--- src/design/csr_pkg.sv ---
package csr_pkg;

    localparam int XLEN = 32;

    // machine and user level CSR addresses used by this core
    typedef enum logic [11:0] {
        MSTATUS       = 12'h300,
        MISA          = 12'h301,
        MIE           = 12'h304,
        MTVEC         = 12'h305,
        MCOUNTINHIBIT = 12'h320,
        MSCRATCH      = 12'h340,
        MEPC          = 12'h341,
        MCAUSE        = 12'h342,
        MIP           = 12'h344,
        PMPCFG0       = 12'h3A0,
        PMPCFG1       = 12'h3A1,
        PMPCFG2       = 12'h3A2,
        PMPADDR0      = 12'h3B0,
        PMPADDR1      = 12'h3B1,
        PMPADDR2      = 12'h3B2,
        PMPADDR3      = 12'h3B3,
        PMPADDR4      = 12'h3B4,
        PMPADDR5      = 12'h3B5,
        PMPADDR6      = 12'h3B6,
        PMPADDR7      = 12'h3B7,
        PMPADDR8      = 12'h3B8,
        MCYCLE        = 12'hB00,
        MINSTRET      = 12'hB02,
        MCYCLEH       = 12'hB80,
        MINSTRETH     = 12'hB82,
        CYCLE         = 12'hC00,
        TIME          = 12'hC01,
        INSTRET       = 12'hC02,
        CYCLEH        = 12'hC80,
        TIMEH         = 12'hC81,
        INSTRETH      = 12'hC82
    } csr_addr_e;

    typedef enum logic [1:0] {
        DIRECT   = 2'd0,
        VECTORED = 2'd1
    } mtvec_mode_e;

    localparam logic [30:0] INT_M_EXTERNAL = 31'd11; // machine external interrupt code

    // MXL = 1 (32 bit), extension I only
    localparam logic [XLEN-1:0] MISA_VALUE = {2'b01, 4'b0000, 26'h000_0100};

    // pmpcfg byte fields
    localparam logic [7:0] PMP_R       = 8'h01;
    localparam logic [7:0] PMP_W       = 8'h02;
    localparam logic [7:0] PMP_X       = 8'h04;
    localparam logic [7:0] PMP_A_OFF   = 8'h00;
    localparam logic [7:0] PMP_A_TOR   = 8'h08;
    localparam logic [7:0] PMP_A_NA4   = 8'h10;
    localparam logic [7:0] PMP_A_NAPOT = 8'h18;
    localparam logic [7:0] PMP_L       = 8'h80;

    localparam int PMP_ENTRIES = 9;

    // word addresses, byte address >> 2
    localparam logic [0:PMP_ENTRIES-1][XLEN-1:0] PMP_ADDR = '{
        32'h0000_0000 >> 2,  // boot rom
        32'h0000_1000 >> 2,
        32'h1000_0000 >> 2,  // system ram
        32'h1000_1000 >> 2,
        32'h2000_0000 >> 2,  // video ram
        32'h2000_1000 >> 2,
        32'hFF00_0004 >> 2,  // seven segment display
        32'hFF00_0008 >> 2,  // switch bank
        32'hFFFF_FFFF >> 2   // rest of the space
    };

    localparam logic [0:PMP_ENTRIES-1][7:0] PMP_CFG = '{
        PMP_L | PMP_A_NAPOT | PMP_R | PMP_X,
        PMP_L | PMP_A_OFF,
        PMP_L | PMP_A_NAPOT | PMP_R | PMP_W,
        PMP_L | PMP_A_OFF,
        PMP_L | PMP_A_NAPOT | PMP_R | PMP_W,
        PMP_L | PMP_A_OFF,
        PMP_L | PMP_A_NA4 | PMP_R | PMP_W,
        PMP_L | PMP_A_NA4 | PMP_R,
        PMP_L | PMP_A_TOR
    };

endpackage

--- src/design/csr_counters.sv ---
module csr_counters (
    input  logic                     clk_i,
    input  logic                     rst_n_i,
    input  logic                     retired_i,
    input  logic                     write_enable_i,
    input  csr_pkg::csr_addr_e       write_addr_i,
    input  logic [csr_pkg::XLEN-1:0] write_data_i,
    output logic [63:0]              mcycle_o,
    output logic [63:0]              time_o,
    output logic [63:0]              minstret_o,
    output logic [csr_pkg::XLEN-1:0] mcountinhibit_o
);

    logic [63:0]              mcycle_r, time_r, minstret_r;
    logic [63:0]              mcycle_w, time_w, minstret_w;
    logic [csr_pkg::XLEN-1:0] mcountinhibit_r;

    always_comb begin
        mcycle_w   = mcountinhibit_r[0] ? mcycle_r : mcycle_r + 64'd1;
        time_w     = time_r + 64'd1;  // time is never inhibited
        minstret_w = (retired_i && !mcountinhibit_r[2]) ? minstret_r + 64'd1 : minstret_r;

        // written half replaces the count, other half keeps its value
        if (write_enable_i) begin
            case (write_addr_i)
                csr_pkg::CYCLE:    mcycle_w   = {mcycle_r[63:32], write_data_i};
                csr_pkg::CYCLEH:   mcycle_w   = {write_data_i, mcycle_r[31:0]};
                csr_pkg::TIME:     time_w     = {time_r[63:32], write_data_i};
                csr_pkg::TIMEH:    time_w     = {write_data_i, time_r[31:0]};
                csr_pkg::INSTRET:  minstret_w = {minstret_r[63:32], write_data_i};
                csr_pkg::INSTRETH: minstret_w = {write_data_i, minstret_r[31:0]};
                default: ;
            endcase
        end
    end

    always_ff @(posedge clk_i) begin
        if (!rst_n_i) begin
            mcycle_r        <= '0;
            time_r          <= '0;
            minstret_r      <= '0;
            mcountinhibit_r <= '0;
        end else begin
            mcycle_r   <= mcycle_w;
            time_r     <= time_w;
            minstret_r <= minstret_w;
            if (write_enable_i && write_addr_i == csr_pkg::MCOUNTINHIBIT)
                mcountinhibit_r <= write_data_i;
        end
    end

    assign mcycle_o        = mcycle_r;
    assign time_o          = time_r;
    assign minstret_o      = minstret_r;
    assign mcountinhibit_o = mcountinhibit_r;

endmodule

--- src/design/csr_regfile.sv ---
module csr_regfile (
    input  logic                     clk_i,
    input  logic                     rst_n_i,
    input  logic                     write_enable_i,
    input  csr_pkg::csr_addr_e       write_addr_i,
    input  logic [csr_pkg::XLEN-1:0] write_data_i,
    input  logic                     read_enable_i,
    input  csr_pkg::csr_addr_e       read_addr_i,
    input  logic                     interrupt_i,
    input  logic                     mstatus_mie_i,
    input  logic                     mstatus_mpie_i,
    input  logic [csr_pkg::XLEN-1:0] mepc_i,
    input  logic [csr_pkg::XLEN-1:0] mcause_i,
    input  logic [63:0]              mcycle_i,
    input  logic [63:0]              time_i,
    input  logic [63:0]              minstret_i,
    input  logic [csr_pkg::XLEN-1:0] mcountinhibit_i,
    output logic [csr_pkg::XLEN-1:0] read_data_o,
    output logic [csr_pkg::XLEN-1:0] mtvec_o,
    output logic                     meie_o
);

    logic [csr_pkg::XLEN-1:0] mtvec_r, mscratch_r, read_data_r;
    logic                     meie_r, mtie_r, msie_r;
    logic [csr_pkg::XLEN-1:0] mstatus_w, mie_w, mip_w;

    assign mstatus_w = {24'b0, mstatus_mpie_i, 3'b0, mstatus_mie_i, 3'b0};
    assign mie_w     = {20'b0, meie_r, 3'b0, mtie_r, 3'b0, msie_r, 3'b0};
    assign mip_w     = {20'b0, interrupt_i, 11'b0};  // no timer or software source

    always_ff @(posedge clk_i) begin
        if (!rst_n_i) begin
            mtvec_r    <= '0;
            mscratch_r <= '0;
            meie_r     <= 1'b0;
            mtie_r     <= 1'b0;
            msie_r     <= 1'b0;
        end else if (write_enable_i) begin
            case (write_addr_i)
                csr_pkg::MTVEC:    mtvec_r    <= write_data_i;
                csr_pkg::MSCRATCH: mscratch_r <= write_data_i;
                csr_pkg::MIE: begin
                    meie_r <= write_data_i[11];
                    mtie_r <= write_data_i[7];
                    msie_r <= write_data_i[3];
                end
                default: ;  // owned by the counters or trap control
            endcase
        end
    end

    always_ff @(posedge clk_i) begin
        if (!rst_n_i) begin
            read_data_r <= '0;
        end else if (read_enable_i) begin
            case (read_addr_i)
                csr_pkg::MISA:          read_data_r <= csr_pkg::MISA_VALUE;
                csr_pkg::MSTATUS:       read_data_r <= mstatus_w;
                csr_pkg::MTVEC:         read_data_r <= mtvec_r;
                csr_pkg::MIE:           read_data_r <= mie_w;
                csr_pkg::MIP:           read_data_r <= mip_w;
                csr_pkg::MSCRATCH:      read_data_r <= mscratch_r;
                csr_pkg::MEPC:          read_data_r <= mepc_i;
                csr_pkg::MCAUSE:        read_data_r <= mcause_i;
                csr_pkg::MCOUNTINHIBIT: read_data_r <= mcountinhibit_i;
                csr_pkg::CYCLE,
                csr_pkg::MCYCLE:        read_data_r <= mcycle_i[31:0];
                csr_pkg::CYCLEH,
                csr_pkg::MCYCLEH:       read_data_r <= mcycle_i[63:32];
                csr_pkg::TIME:          read_data_r <= time_i[31:0];
                csr_pkg::TIMEH:         read_data_r <= time_i[63:32];
                csr_pkg::INSTRET,
                csr_pkg::MINSTRET:      read_data_r <= minstret_i[31:0];
                csr_pkg::INSTRETH,
                csr_pkg::MINSTRETH:     read_data_r <= minstret_i[63:32];
                // four table bytes per cfg word, entry 0 lowest
                csr_pkg::PMPCFG0: read_data_r <= {csr_pkg::PMP_CFG[3], csr_pkg::PMP_CFG[2],
                                                  csr_pkg::PMP_CFG[1], csr_pkg::PMP_CFG[0]};
                csr_pkg::PMPCFG1: read_data_r <= {csr_pkg::PMP_CFG[7], csr_pkg::PMP_CFG[6],
                                                  csr_pkg::PMP_CFG[5], csr_pkg::PMP_CFG[4]};
                csr_pkg::PMPCFG2: read_data_r <= {24'b0, csr_pkg::PMP_CFG[8]};
                csr_pkg::PMPADDR0: read_data_r <= csr_pkg::PMP_ADDR[0];
                csr_pkg::PMPADDR1: read_data_r <= csr_pkg::PMP_ADDR[1];
                csr_pkg::PMPADDR2: read_data_r <= csr_pkg::PMP_ADDR[2];
                csr_pkg::PMPADDR3: read_data_r <= csr_pkg::PMP_ADDR[3];
                csr_pkg::PMPADDR4: read_data_r <= csr_pkg::PMP_ADDR[4];
                csr_pkg::PMPADDR5: read_data_r <= csr_pkg::PMP_ADDR[5];
                csr_pkg::PMPADDR6: read_data_r <= csr_pkg::PMP_ADDR[6];
                csr_pkg::PMPADDR7: read_data_r <= csr_pkg::PMP_ADDR[7];
                csr_pkg::PMPADDR8: read_data_r <= csr_pkg::PMP_ADDR[8];
                default:           read_data_r <= '0;
            endcase
        end else begin
            read_data_r <= '0;  // idle read port returns zero
        end
    end

    assign read_data_o = read_data_r;
    assign mtvec_o     = mtvec_r;
    assign meie_o      = meie_r;

endmodule

--- src/design/csr_trap_ctrl.sv ---
module csr_trap_ctrl (
    input  logic                     clk_i,
    input  logic                     rst_n_i,
    input  logic                     interrupt_i,
    input  logic [csr_pkg::XLEN-1:0] trap_pc_i,
    input  logic [csr_pkg::XLEN-1:0] mcause_i,
    input  logic                     mtrap_i,
    input  logic                     mret_i,
    input  logic                     jmp_accept_i,
    input  logic                     write_enable_i,
    input  csr_pkg::csr_addr_e       write_addr_i,
    input  logic [csr_pkg::XLEN-1:0] write_data_i,
    input  logic [csr_pkg::XLEN-1:0] mtvec_i,
    input  logic                     meie_i,
    output logic [csr_pkg::XLEN-1:0] jmp_addr_o,
    output logic                     jmp_request_o,
    output logic                     mstatus_mie_o,
    output logic                     mstatus_mpie_o,
    output logic [csr_pkg::XLEN-1:0] mepc_o,
    output logic [csr_pkg::XLEN-1:0] mcause_o
);

    logic                     mstatus_mie_r, mstatus_mpie_r;
    logic [csr_pkg::XLEN-1:0] mepc_r, mcause_r;
    logic                     irq_w;     // enabled external interrupt
    logic                     enter_w;   // trap or interrupt entry
    csr_pkg::mtvec_mode_e     mode_w;

    assign irq_w         = interrupt_i && meie_i && mstatus_mie_r;
    assign enter_w       = mtrap_i || irq_w;
    assign jmp_request_o = enter_w || mret_i;
    assign mode_w        = csr_pkg::mtvec_mode_e'(mtvec_i[1:0]);

    always_comb begin
        if (enter_w) begin
            // a synchronous trap wins over the interrupt vector
            if (mode_w == csr_pkg::VECTORED && irq_w && !mtrap_i)
                jmp_addr_o = {mtvec_i[31:2] + csr_pkg::INT_M_EXTERNAL[29:0], 2'b00};
            else
                jmp_addr_o = {mtvec_i[31:2], 2'b00};
        end else if (mret_i) begin
            jmp_addr_o = mepc_r;
        end else begin
            jmp_addr_o = '0;
        end
    end

    always_ff @(posedge clk_i) begin
        if (!rst_n_i) begin
            mstatus_mie_r  <= 1'b0;
            mstatus_mpie_r <= 1'b0;
            mepc_r         <= '0;
            mcause_r       <= '0;
        end else begin
            // interrupt enable stack
            if (write_enable_i && write_addr_i == csr_pkg::MSTATUS) begin
                mstatus_mie_r  <= write_data_i[3];
                mstatus_mpie_r <= write_data_i[7];
            end else if (jmp_accept_i && enter_w) begin
                mstatus_mie_r  <= 1'b0;
                mstatus_mpie_r <= mstatus_mie_r;
            end else if (jmp_accept_i && mret_i) begin
                mstatus_mie_r  <= mstatus_mpie_r;
                mstatus_mpie_r <= 1'b1;
            end

            if (write_enable_i && write_addr_i == csr_pkg::MEPC)
                mepc_r <= write_data_i;
            else if (jmp_accept_i && enter_w)
                mepc_r <= trap_pc_i;
            else if (jmp_accept_i && mret_i)
                mepc_r <= '0;

            if (jmp_accept_i && mtrap_i)
                mcause_r <= mcause_i;
            else if (jmp_accept_i && irq_w)
                mcause_r <= {1'b1, csr_pkg::INT_M_EXTERNAL};  // interrupt bit + code
            else if (jmp_accept_i && mret_i)
                mcause_r <= '0;
        end
    end

    assign mstatus_mie_o  = mstatus_mie_r;
    assign mstatus_mpie_o = mstatus_mpie_r;
    assign mepc_o         = mepc_r;
    assign mcause_o       = mcause_r;

endmodule

--- src/design/csr_unit.sv ---
module csr_unit (
    input  logic                     clk_i,
    input  logic                     rst_n_i,
    input  logic                     retired_i,
    input  logic                     interrupt_i,
    input  logic [csr_pkg::XLEN-1:0] trap_pc_i,
    input  logic [csr_pkg::XLEN-1:0] mcause_i,
    input  logic                     mtrap_i,
    input  logic                     mret_i,
    output logic [csr_pkg::XLEN-1:0] jmp_addr_o,
    output logic                     jmp_request_o,
    input  logic                     jmp_accept_i,
    input  csr_pkg::csr_addr_e       read_addr_i,
    input  logic                     read_enable_i,
    output logic [csr_pkg::XLEN-1:0] read_data_o,
    input  csr_pkg::csr_addr_e       write_addr_i,
    input  logic [csr_pkg::XLEN-1:0] write_data_i,
    input  logic                     write_enable_i,
    input  logic [csr_pkg::XLEN-1:0] lookup1_addr_i,
    output logic [2:0]               lookup1_rwx_o,
    input  logic [csr_pkg::XLEN-1:0] lookup2_addr_i,
    output logic [2:0]               lookup2_rwx_o
);

    logic [63:0]              mcycle, time_cnt, minstret;
    logic [csr_pkg::XLEN-1:0] mcountinhibit, mtvec, mepc, mcause;
    logic                     meie, mstatus_mie, mstatus_mpie;

    csr_counters counters (
        .clk_i, .rst_n_i, .retired_i, .write_enable_i, .write_addr_i, .write_data_i,
        .mcycle_o(mcycle), .time_o(time_cnt), .minstret_o(minstret),
        .mcountinhibit_o(mcountinhibit)
    );

    csr_trap_ctrl trap_ctrl (
        .clk_i, .rst_n_i, .interrupt_i, .trap_pc_i, .mcause_i, .mtrap_i, .mret_i,
        .jmp_accept_i, .write_enable_i, .write_addr_i, .write_data_i,
        .mtvec_i(mtvec), .meie_i(meie),
        .jmp_addr_o, .jmp_request_o,
        .mstatus_mie_o(mstatus_mie), .mstatus_mpie_o(mstatus_mpie),
        .mepc_o(mepc), .mcause_o(mcause)
    );

    csr_regfile regfile (
        .clk_i, .rst_n_i, .write_enable_i, .write_addr_i, .write_data_i,
        .read_enable_i, .read_addr_i, .interrupt_i,
        .mstatus_mie_i(mstatus_mie), .mstatus_mpie_i(mstatus_mpie),
        .mepc_i(mepc), .mcause_i(mcause),
        .mcycle_i(mcycle), .time_i(time_cnt), .minstret_i(minstret),
        .mcountinhibit_i(mcountinhibit),
        .read_data_o, .mtvec_o(mtvec), .meie_o(meie)
    );

    pmp_checker fetch_pmp (.addr_i(lookup1_addr_i), .rwx_o(lookup1_rwx_o));  // instruction side
    pmp_checker data_pmp  (.addr_i(lookup2_addr_i), .rwx_o(lookup2_rwx_o));  // load/store side

endmodule

--- src/design/pmp_checker.sv ---
module pmp_checker (
    input  logic [csr_pkg::XLEN-1:0] addr_i,   // word address
    output logic [2:0]               rwx_o
);

    // later assignments take priority, so the lowest region wins
    always_comb begin
        rwx_o = csr_pkg::PMP_CFG[8][2:0];  // everything above the table

        // single word devices
        if (addr_i == csr_pkg::PMP_ADDR[7])
            rwx_o = csr_pkg::PMP_CFG[7][2:0];
        if (addr_i == csr_pkg::PMP_ADDR[6])
            rwx_o = csr_pkg::PMP_CFG[6][2:0];

        // ordered ranges, entry k covers up to entry k+1
        for (int k = 5; k >= 0; k--) begin
            if (addr_i < csr_pkg::PMP_ADDR[k+1])
                rwx_o = csr_pkg::PMP_CFG[k][2:0];
        end
    end

endmodule

--- config.mk ---
export PLATFORM = sky130hd
export DESIGN_NAME = csr_unit
export DESIGN_NICKNAME = d
export VERILOG_FILES = /design/src/design/csr_pkg.sv /design/src/design/csr_counters.sv /design/src/design/csr_regfile.sv /design/src/design/csr_trap_ctrl.sv /design/src/design/csr_unit.sv /design/src/design/pmp_checker.sv
export SDC_FILE = /design/constraint.sdc
export NUM_CORES = 1
export LEC_CHECK = 0
export BUFFER_PORTS_ARGS = -buffer_cell sky130_fd_sc_hd__clkbuf_2
export CAP_MARGIN = 20
export CORE_ASPECT_RATIO = 1.75
export CORE_MARGIN = 8
export CORE_UTILIZATION = 40
export DETAILED_ROUTE_END_ITERATION = 12
export GPL_TIMING_DRIVEN = 0
export HOLD_SLACK_MARGIN = 0.15
export PLACE_DENSITY = 0.66
export SKIP_CTS_REPAIR_TIMING = 1
export SLEW_MARGIN = 30
export SYNTH_ARGS = -nofsm -noshare
export SYNTH_HDL_FRONTEND = slang
export SYNTH_HIERARCHICAL = 1
export SYNTH_SLANG_ARGS = --single-unit
--- constraint.sdc ---
create_clock -name clk_i -period 2.2 [get_ports clk_i]
set_input_delay 0 -clock clk_i [delete_from_list [all_inputs] [get_ports clk_i]]
set_output_delay 0 -clock clk_i [all_outputs]
set_load 0.03 [all_outputs]
==> impl_results.rst, run 1 <==
.. list-table::
   :header-rows: 1

   * - Metric
     - Value
   * - Primary flip-flop cell chosen by synthesis mapping
     - sky130_fd_sc_hd__dfxtp_1
   * - Num Clock Sinks
     - between 300 and 400
   * - Area fraction of the dominant cell type after synthesis
     - a little under a third
   * - GRT Overall Usage
     - between 50% and 60%
   * - Share of synthesized area occupied by flip-flops and latches
     - between 30% and 40%
   * - Total standard cell area after synthesis
     - around 0.025 mm²
   * - Result of the run
     - did not finish
   * - Number of enable flip-flop cells after synthesis
     - 0
   * - Async S/R FF share, synth
     - 0%
   * - Syn_area_per_cell
     - between 7 and 8 µm²
   * - Die height
     - 344.0 µm
   * - Final Wtd Congestion
     - 1.114
   * - Detailed placement HPWL
     - ~140 mm
   * - Synthesis-stage register bit count
     - roughly 390
   * - Unique cell type count in the Yosys netlist
     - 89
   * - Total number of placement rows
     - 120
   * - Buffers from clock root to sink, at most
     - 3
   * - Total grt overflow
     - 6
   * - Tool error
     - [ERROR GRT-0232] Routing congestion too high. Check the congestion heatmap in the GUI.
   * - Root Buffer Master
     - sky130_fd_sc_hd__clkbuf_16
   * - Top area cells in the synthesized netlist
     - sky130_fd_sc_hd__dfxtp_1 (32%), sky130_fd_sc_hd__a21oi_1 (6.8%), sky130_fd_sc_hd__mux2i_1 (5.3%), sky130_fd_sc_hd__nand2_1 (4.6%), sky130_fd_sc_hd__a22oi_1 (3.8%)
   * - Pin category terminating the worst setup path after the last repair
     - top-level output
   * - Initial standard-cell utilization of the core
     - 40.33%
   * - Gate count after technology mapping
     - about 3200
   * - # IOs
     - approximately 260
   * - Stage where the flow stopped
     - 5_1_grt
   * - Port Buffer Count
     - between 200 and 300
   * - Largest net degree at the start of global routing
     - 15
   * - Warnings, synthesis
     - 6
   * - Die X
     - between 200 and 250 µm
   * - Leading area contributor after synthesis
     - sky130_fd_sc_hd__dfxtp_1
   * - H-tree depth
     - 2
   * - Clock buffer count from CTS
     - between 40 and 50
   * - Nets in the synthesized netlist
     - roughly 3400
   * - Post-detailed-placement cell area
     - 0.02704 mm²
   * - Worst endpoint left by the global-route repair_timing run
     - jmp_addr_o[25]
## stage by stage
step / setup slack (ns) / cells / TNS [ns]
after floorplan: 0.003630 / 3207 / 0
after global placement: -2.464 / 4258 / -322.38
after detailed placement: -2.019 / 4264 / -276.18
after CTS: -1.392 / 4342 / -169.52
## synthesized netlist by cell type (65+ instances only)
master	number
sky130_fd_sc_hd__dfxtp_1	389
sky130_fd_sc_hd__a22oi_1	125
sky130_fd_sc_hd__clkbuf_1	188
sky130_fd_sc_hd__mux2i_1	131
sky130_fd_sc_hd__a31oi_1	80
sky130_fd_sc_hd__a21oi_1	335
sky130_fd_sc_hd__nand2_1	300
sky130_fd_sc_hd__o22ai_1	71
sky130_fd_sc_hd__nor3_1	77
sky130_fd_sc_hd__nor4_1	65
sky130_fd_sc_hd__nor2_1	214
sky130_fd_sc_hd__nand4_1	106
sky130_fd_sc_hd__o21ai_0	163
sky130_fd_sc_hd__nand3_1	171
sky130_fd_sc_hd__nor2b_1	113
## per-layer routing
metal  GRT overflow  global-route usage, %
met1              0                  53.60
met2              3                  82.20
met3              0                  26.27
met4              3                  58.95
met5              0                  3.067
## cells by family after synthesis
kind of cell,synth area share (%)
muxes,5.929
adders and majority gates,0.2443
DFF,31.68
buffers and inverters,4.433
and+or+nand+nor,29.32
xor gates and xnor gates,2.529
AOI/OAI and AO/OA,25.86
==> run 2: changes to the inputs <==
CORE_ASPECT_RATIO = unset   (was 1.75)
CORE_UTILIZATION = 25   (was 40)
HOLD_SLACK_MARGIN = unset   (was 0.15)
PLACE_DENSITY = unset   (was 0.66)
PLACE_DENSITY_LB_ADDON = 0.15   (was unset)
clock period = 2.85 ns   (was 2.2 ns; I/O delays follow)
==> run 2 against run 1 <==
Against the previous run: the flow now finishes, with violations (negative setup slack); area after synthesis stayed put; synthesized cell count stayed put.
==> impl_results.rst, run 2 <==
.. list-table::
   :header-rows: 1

   * - Metric
     - Value
   * - Met3 wire len
     - 17.97 mm
   * - Final setup violation count
     - 9
   * - Area fraction of the dominant cell type after synthesis
     - between 30% and 40%
   * - Non-filler cells, final
     - roughly 5000
   * - Arithmetic-cell share of the synthesized area counting full adders, half adders and majority gates
     - less than 1%
   * - Buffers from clock root to sink, at most
     - 3
   * - RSZ-0062 raised after global routing
     - true
   * - Proportion of synthesized area in mux cells
     - 5.929%
   * - Via-to-Cell Ratio
     - roughly 6.2
   * - Uppermost routed layer
     - met5
   * - Clock insertion delay at the later pin of the skew report
     - 0.66 ns
   * - Final period util
     - 105.3%
   * - Number of maximum-capacitance constraint violations
     - 0
   * - Leakage power
     - a little over 10 nW
   * - Hold WC Path Type
     - input pin to register
   * - Num Clock Sinks
     - around 390
   * - Worst Skew
     - a little under 0.03 ns
   * - Die X
     - about 330 µm
   * - Overall die area
     - 0.1086 mm²
   * - Worst voltage drop across the vdd grid
     - between 400 and 500 µV
   * - Number of global-route vias before repair
     - between 20000 and 30000
   * - Most frequent cells in the layout
     - sky130_fd_sc_hd__dfxtp_1 (362), sky130_fd_sc_hd__a21oi_1 (335), sky130_fd_sc_hd__nand2_1 (298)
   * - Final min period
     - between 3 and 4 ns
   * - Gate count after technology mapping
     - between 3000 and 4000
   * - Syn_area_per_cell
     - 7.666 µm²
   * - Type of element capturing the critical path
     - register
   * - Die height
     - between 300 and 400 µm
   * - Area share of and/or/nand/nor cells after synthesis
     - slightly below 30%
   * - Share of synthesized area occupied by flip-flops and latches
     - a little under a third
   * - Largest fanout on the critical path
     - 10
   * - Critical path type
     - input pin to register
   * - Result of the run
     - finished with violations
   * - Crit path required time
     - between 3 and 4 ns
   * - DRC violations left
     - 0
   * - Synthesized-area fraction occupied by ao, oa, aoi and oai cells
     - roughly a quarter
   * - Port Buffer Count
     - ~260
   * - Post-CTS clock slew at the launch and capture registers of the worst setup and hold paths
     - ~0.070 ns
   * - Via count
     - 31049
   * - First-pass iteration count of the detailed router
     - 6
   * - Max-slew violation count
     - 0
   * - Clock buffer count from CTS
     - 49
   * - Most numerous cell types in the synthesized netlist
     - sky130_fd_sc_hd__dfxtp_1 (389), sky130_fd_sc_hd__a21oi_1 (335), sky130_fd_sc_hd__nand2_1 (300)
   * - Sum of routed wire length over all layers
     - 173.5 mm
   * - Wire length the detailed router placed on met1
     - just under 70 mm
   * - Average wire per cell in the routed design
     - 34.81 µm
   * - Async S/R FF share, synth
     - 0%
   * - Met2 Routed Length
     - around 73 mm
   * - TritonCTS clock tree
     - built
   * - Total number of placement rows
     - between 100 and 150
   * - Warnings, synthesis
     - 6
   * - Critical path arrival
     - ~3.5 ns
   * - Antenna violations before repair
     - 20
   * - Initial standard-cell utilization of the core
     - roughly 25%
   * - Drt first-iter violations
     - between 4000 and 5000
   * - GRT Overall Usage
     - 30.23%
   * - Combinational family with the most area after synthesis
     - simple AND/OR/NAND/NOR gates
   * - Area growth from synthesis to layout
     - 25.36%
   * - Detailed placement HPWL
     - around 130 mm
   * - Final Wtd Congestion
     - between 1 and 1.5
   * - Setup ws final
     - -0.1514 ns
   * - Kind of start point of the critical path
     - input pin
   * - Wire length of the first global-routing pass
     - between 200 and 250 mm
   * - Leading area contributor after synthesis
     - sky130_fd_sc_hd__dfxtp_1
   * - Headroom to the max-slew limit
     - between 10% and 20%
   * - Synthesis-stage register bit count
     - just under 400
   * - Share of cells above drive strength 1
     - between 10% and 20%
   * - Final core utilization
     - about a third
   * - Placeable core region
     - 0.09799 mm²
   * - Top area cells in the synthesized netlist
     - sky130_fd_sc_hd__dfxtp_1 (32%), sky130_fd_sc_hd__a21oi_1 (6.8%), sky130_fd_sc_hd__mux2i_1 (5.3%), sky130_fd_sc_hd__nand2_1 (4.6%), sky130_fd_sc_hd__a22oi_1 (3.8%)
   * - Unique cell type count in the Yosys netlist
     - 89
   * - Primary flip-flop cell chosen by synthesis mapping
     - sky130_fd_sc_hd__dfxtp_1
   * - Number of enable flip-flop cells after synthesis
     - 0
   * - Total standard cell area after synthesis
     - approximately 0.025 mm²
   * - H-tree depth
     - 2
   * - Commonest non-fill, non-tap cell in the layout
     - sky130_fd_sc_hd__dfxtp_1
   * - Nets in the synthesized netlist
     - ~3400
   * - Worst Max-Slew Pin Slew
     - roughly 1.2 ns
   * - Fin. Hold Viols
     - 0
   * - Largest net degree at the start of global routing
     - 15
   * - Pwr/cell area
     - around 450 mW/mm²
   * - # IOs
     - roughly 260
   * - Antenna violation net count after detailed routing
     - 0
   * - Most frequent cell after synthesis
     - sky130_fd_sc_hd__dfxtp_1
   * - Layout net count
     - 3842
   * - Total grt overflow
     - 0
   * - Peak Freq
     - approximately 330 MHz
   * - Xor and xnor fraction of the mapped netlist area
     - 2.529%
   * - Root Buffer Master
     - sky130_fd_sc_hd__clkbuf_16
   * - Number of cells in the design after placement
     - 4757
   * - Failing checks
     - negative setup slack
-- run 2: cell counts after synthesis --
No cell type changed its count.
-- run 2: logic make-up after synthesis --
logic type | after synthesis
compound gates | 1001
xor+xnor | 71
fa+ha+maj | 5
buf+inv | 276
flops | 389
mux | 144
simple gates | 1321
-- run 2: final cells by class --
cell class                 count  area [µm²]
fill                       10734       67170
multi-input combinational   2543       16010
sequential                   389        7851
timing repair buffer         389        2511
tap                         1287        1610
clock buffer                  71        1439
buffer                       235       975.9
clock inverter                18       249.0
inverter                      38       142.6
antenna                       13       32.53
-- run 2: report_power, final --
part	leakage (nW)	total [W]	switching [W]	internal, W
combinational	6.31	0.00144	0.00104	0.000397
clock	0.824	0.00671	0.00283	0.00388
sequential	3.16	0.00557	0.0000868	0.00548
total	10.3	0.0137	0.00396	0.00976
-- run 2: worst paths after layout --
| kind | slack (ns) | cells after the start | from | end |
|---|---|---|---|---|
| setup / recovery | -0.15 | 8 | read_addr_i[7] | regfile/read_data_o[11] |
| hold / removal | 0.02 | 6 | retired_i | counters/minstret_o[0] |
| setup reg to reg | 0.02 | 6 | counters/mcycle_o[33] | counters/mcycle_o[48] |
| hold reg to reg | 0.45 | 2 | counters/mcountinhibit_o[20] | counters/mcountinhibit_o[20] |
-- run 2: metal layers --
metal / GRT usage (%) / vias up
li1: - / 13116
met2: 45.78 / 2142
met3: 8.147 / 569
met1: 37.92 / 15210
met4: 18.90 / 12
met5: 0 / -
-- run 2: worst max-delay path, stage by stage --
cell and delay [ns]:
sky130_fd_sc_hd__clkbuf_1 0.33, sky130_fd_sc_hd__clkbuf_2 0.43, sky130_fd_sc_hd__clkbuf_4 0.50, sky130_fd_sc_hd__buf_2 0.55, sky130_fd_sc_hd__mux2i_1 0.73, sky130_fd_sc_hd__o21ai_0 0.33, sky130_fd_sc_hd__a221oi_1 0.41, sky130_fd_sc_hd__a21oi_1 0.19
-- run 2: through the flow --
| step | total power, W | setup TNS [ns] | area, µm² | worst slack (ns) | hold slack, ns |
|---|---|---|---|---|---|
| finish | 0.01372 | -0.4551 | 30820 | -0.1514 | 0.02113 |
| global route | 0.01403 | -0.03727 | 30790 | -0.01984 | 0.01004 |
| CTS | 0.01363 | -31.65 | 29290 | -0.6916 | -0.3992 |
| detailed placement | 0.006957 | -121.20 | 27600 | -1.339 | 0.2850 |
| global placement | 0.006955 | -140.68 | 27490 | -1.360 | 0.2745 |
| floorplan | 0.006142 | 0 | 24580 | 0.5089 | 0.07084 |
Power figures use the tool's default switching activity.
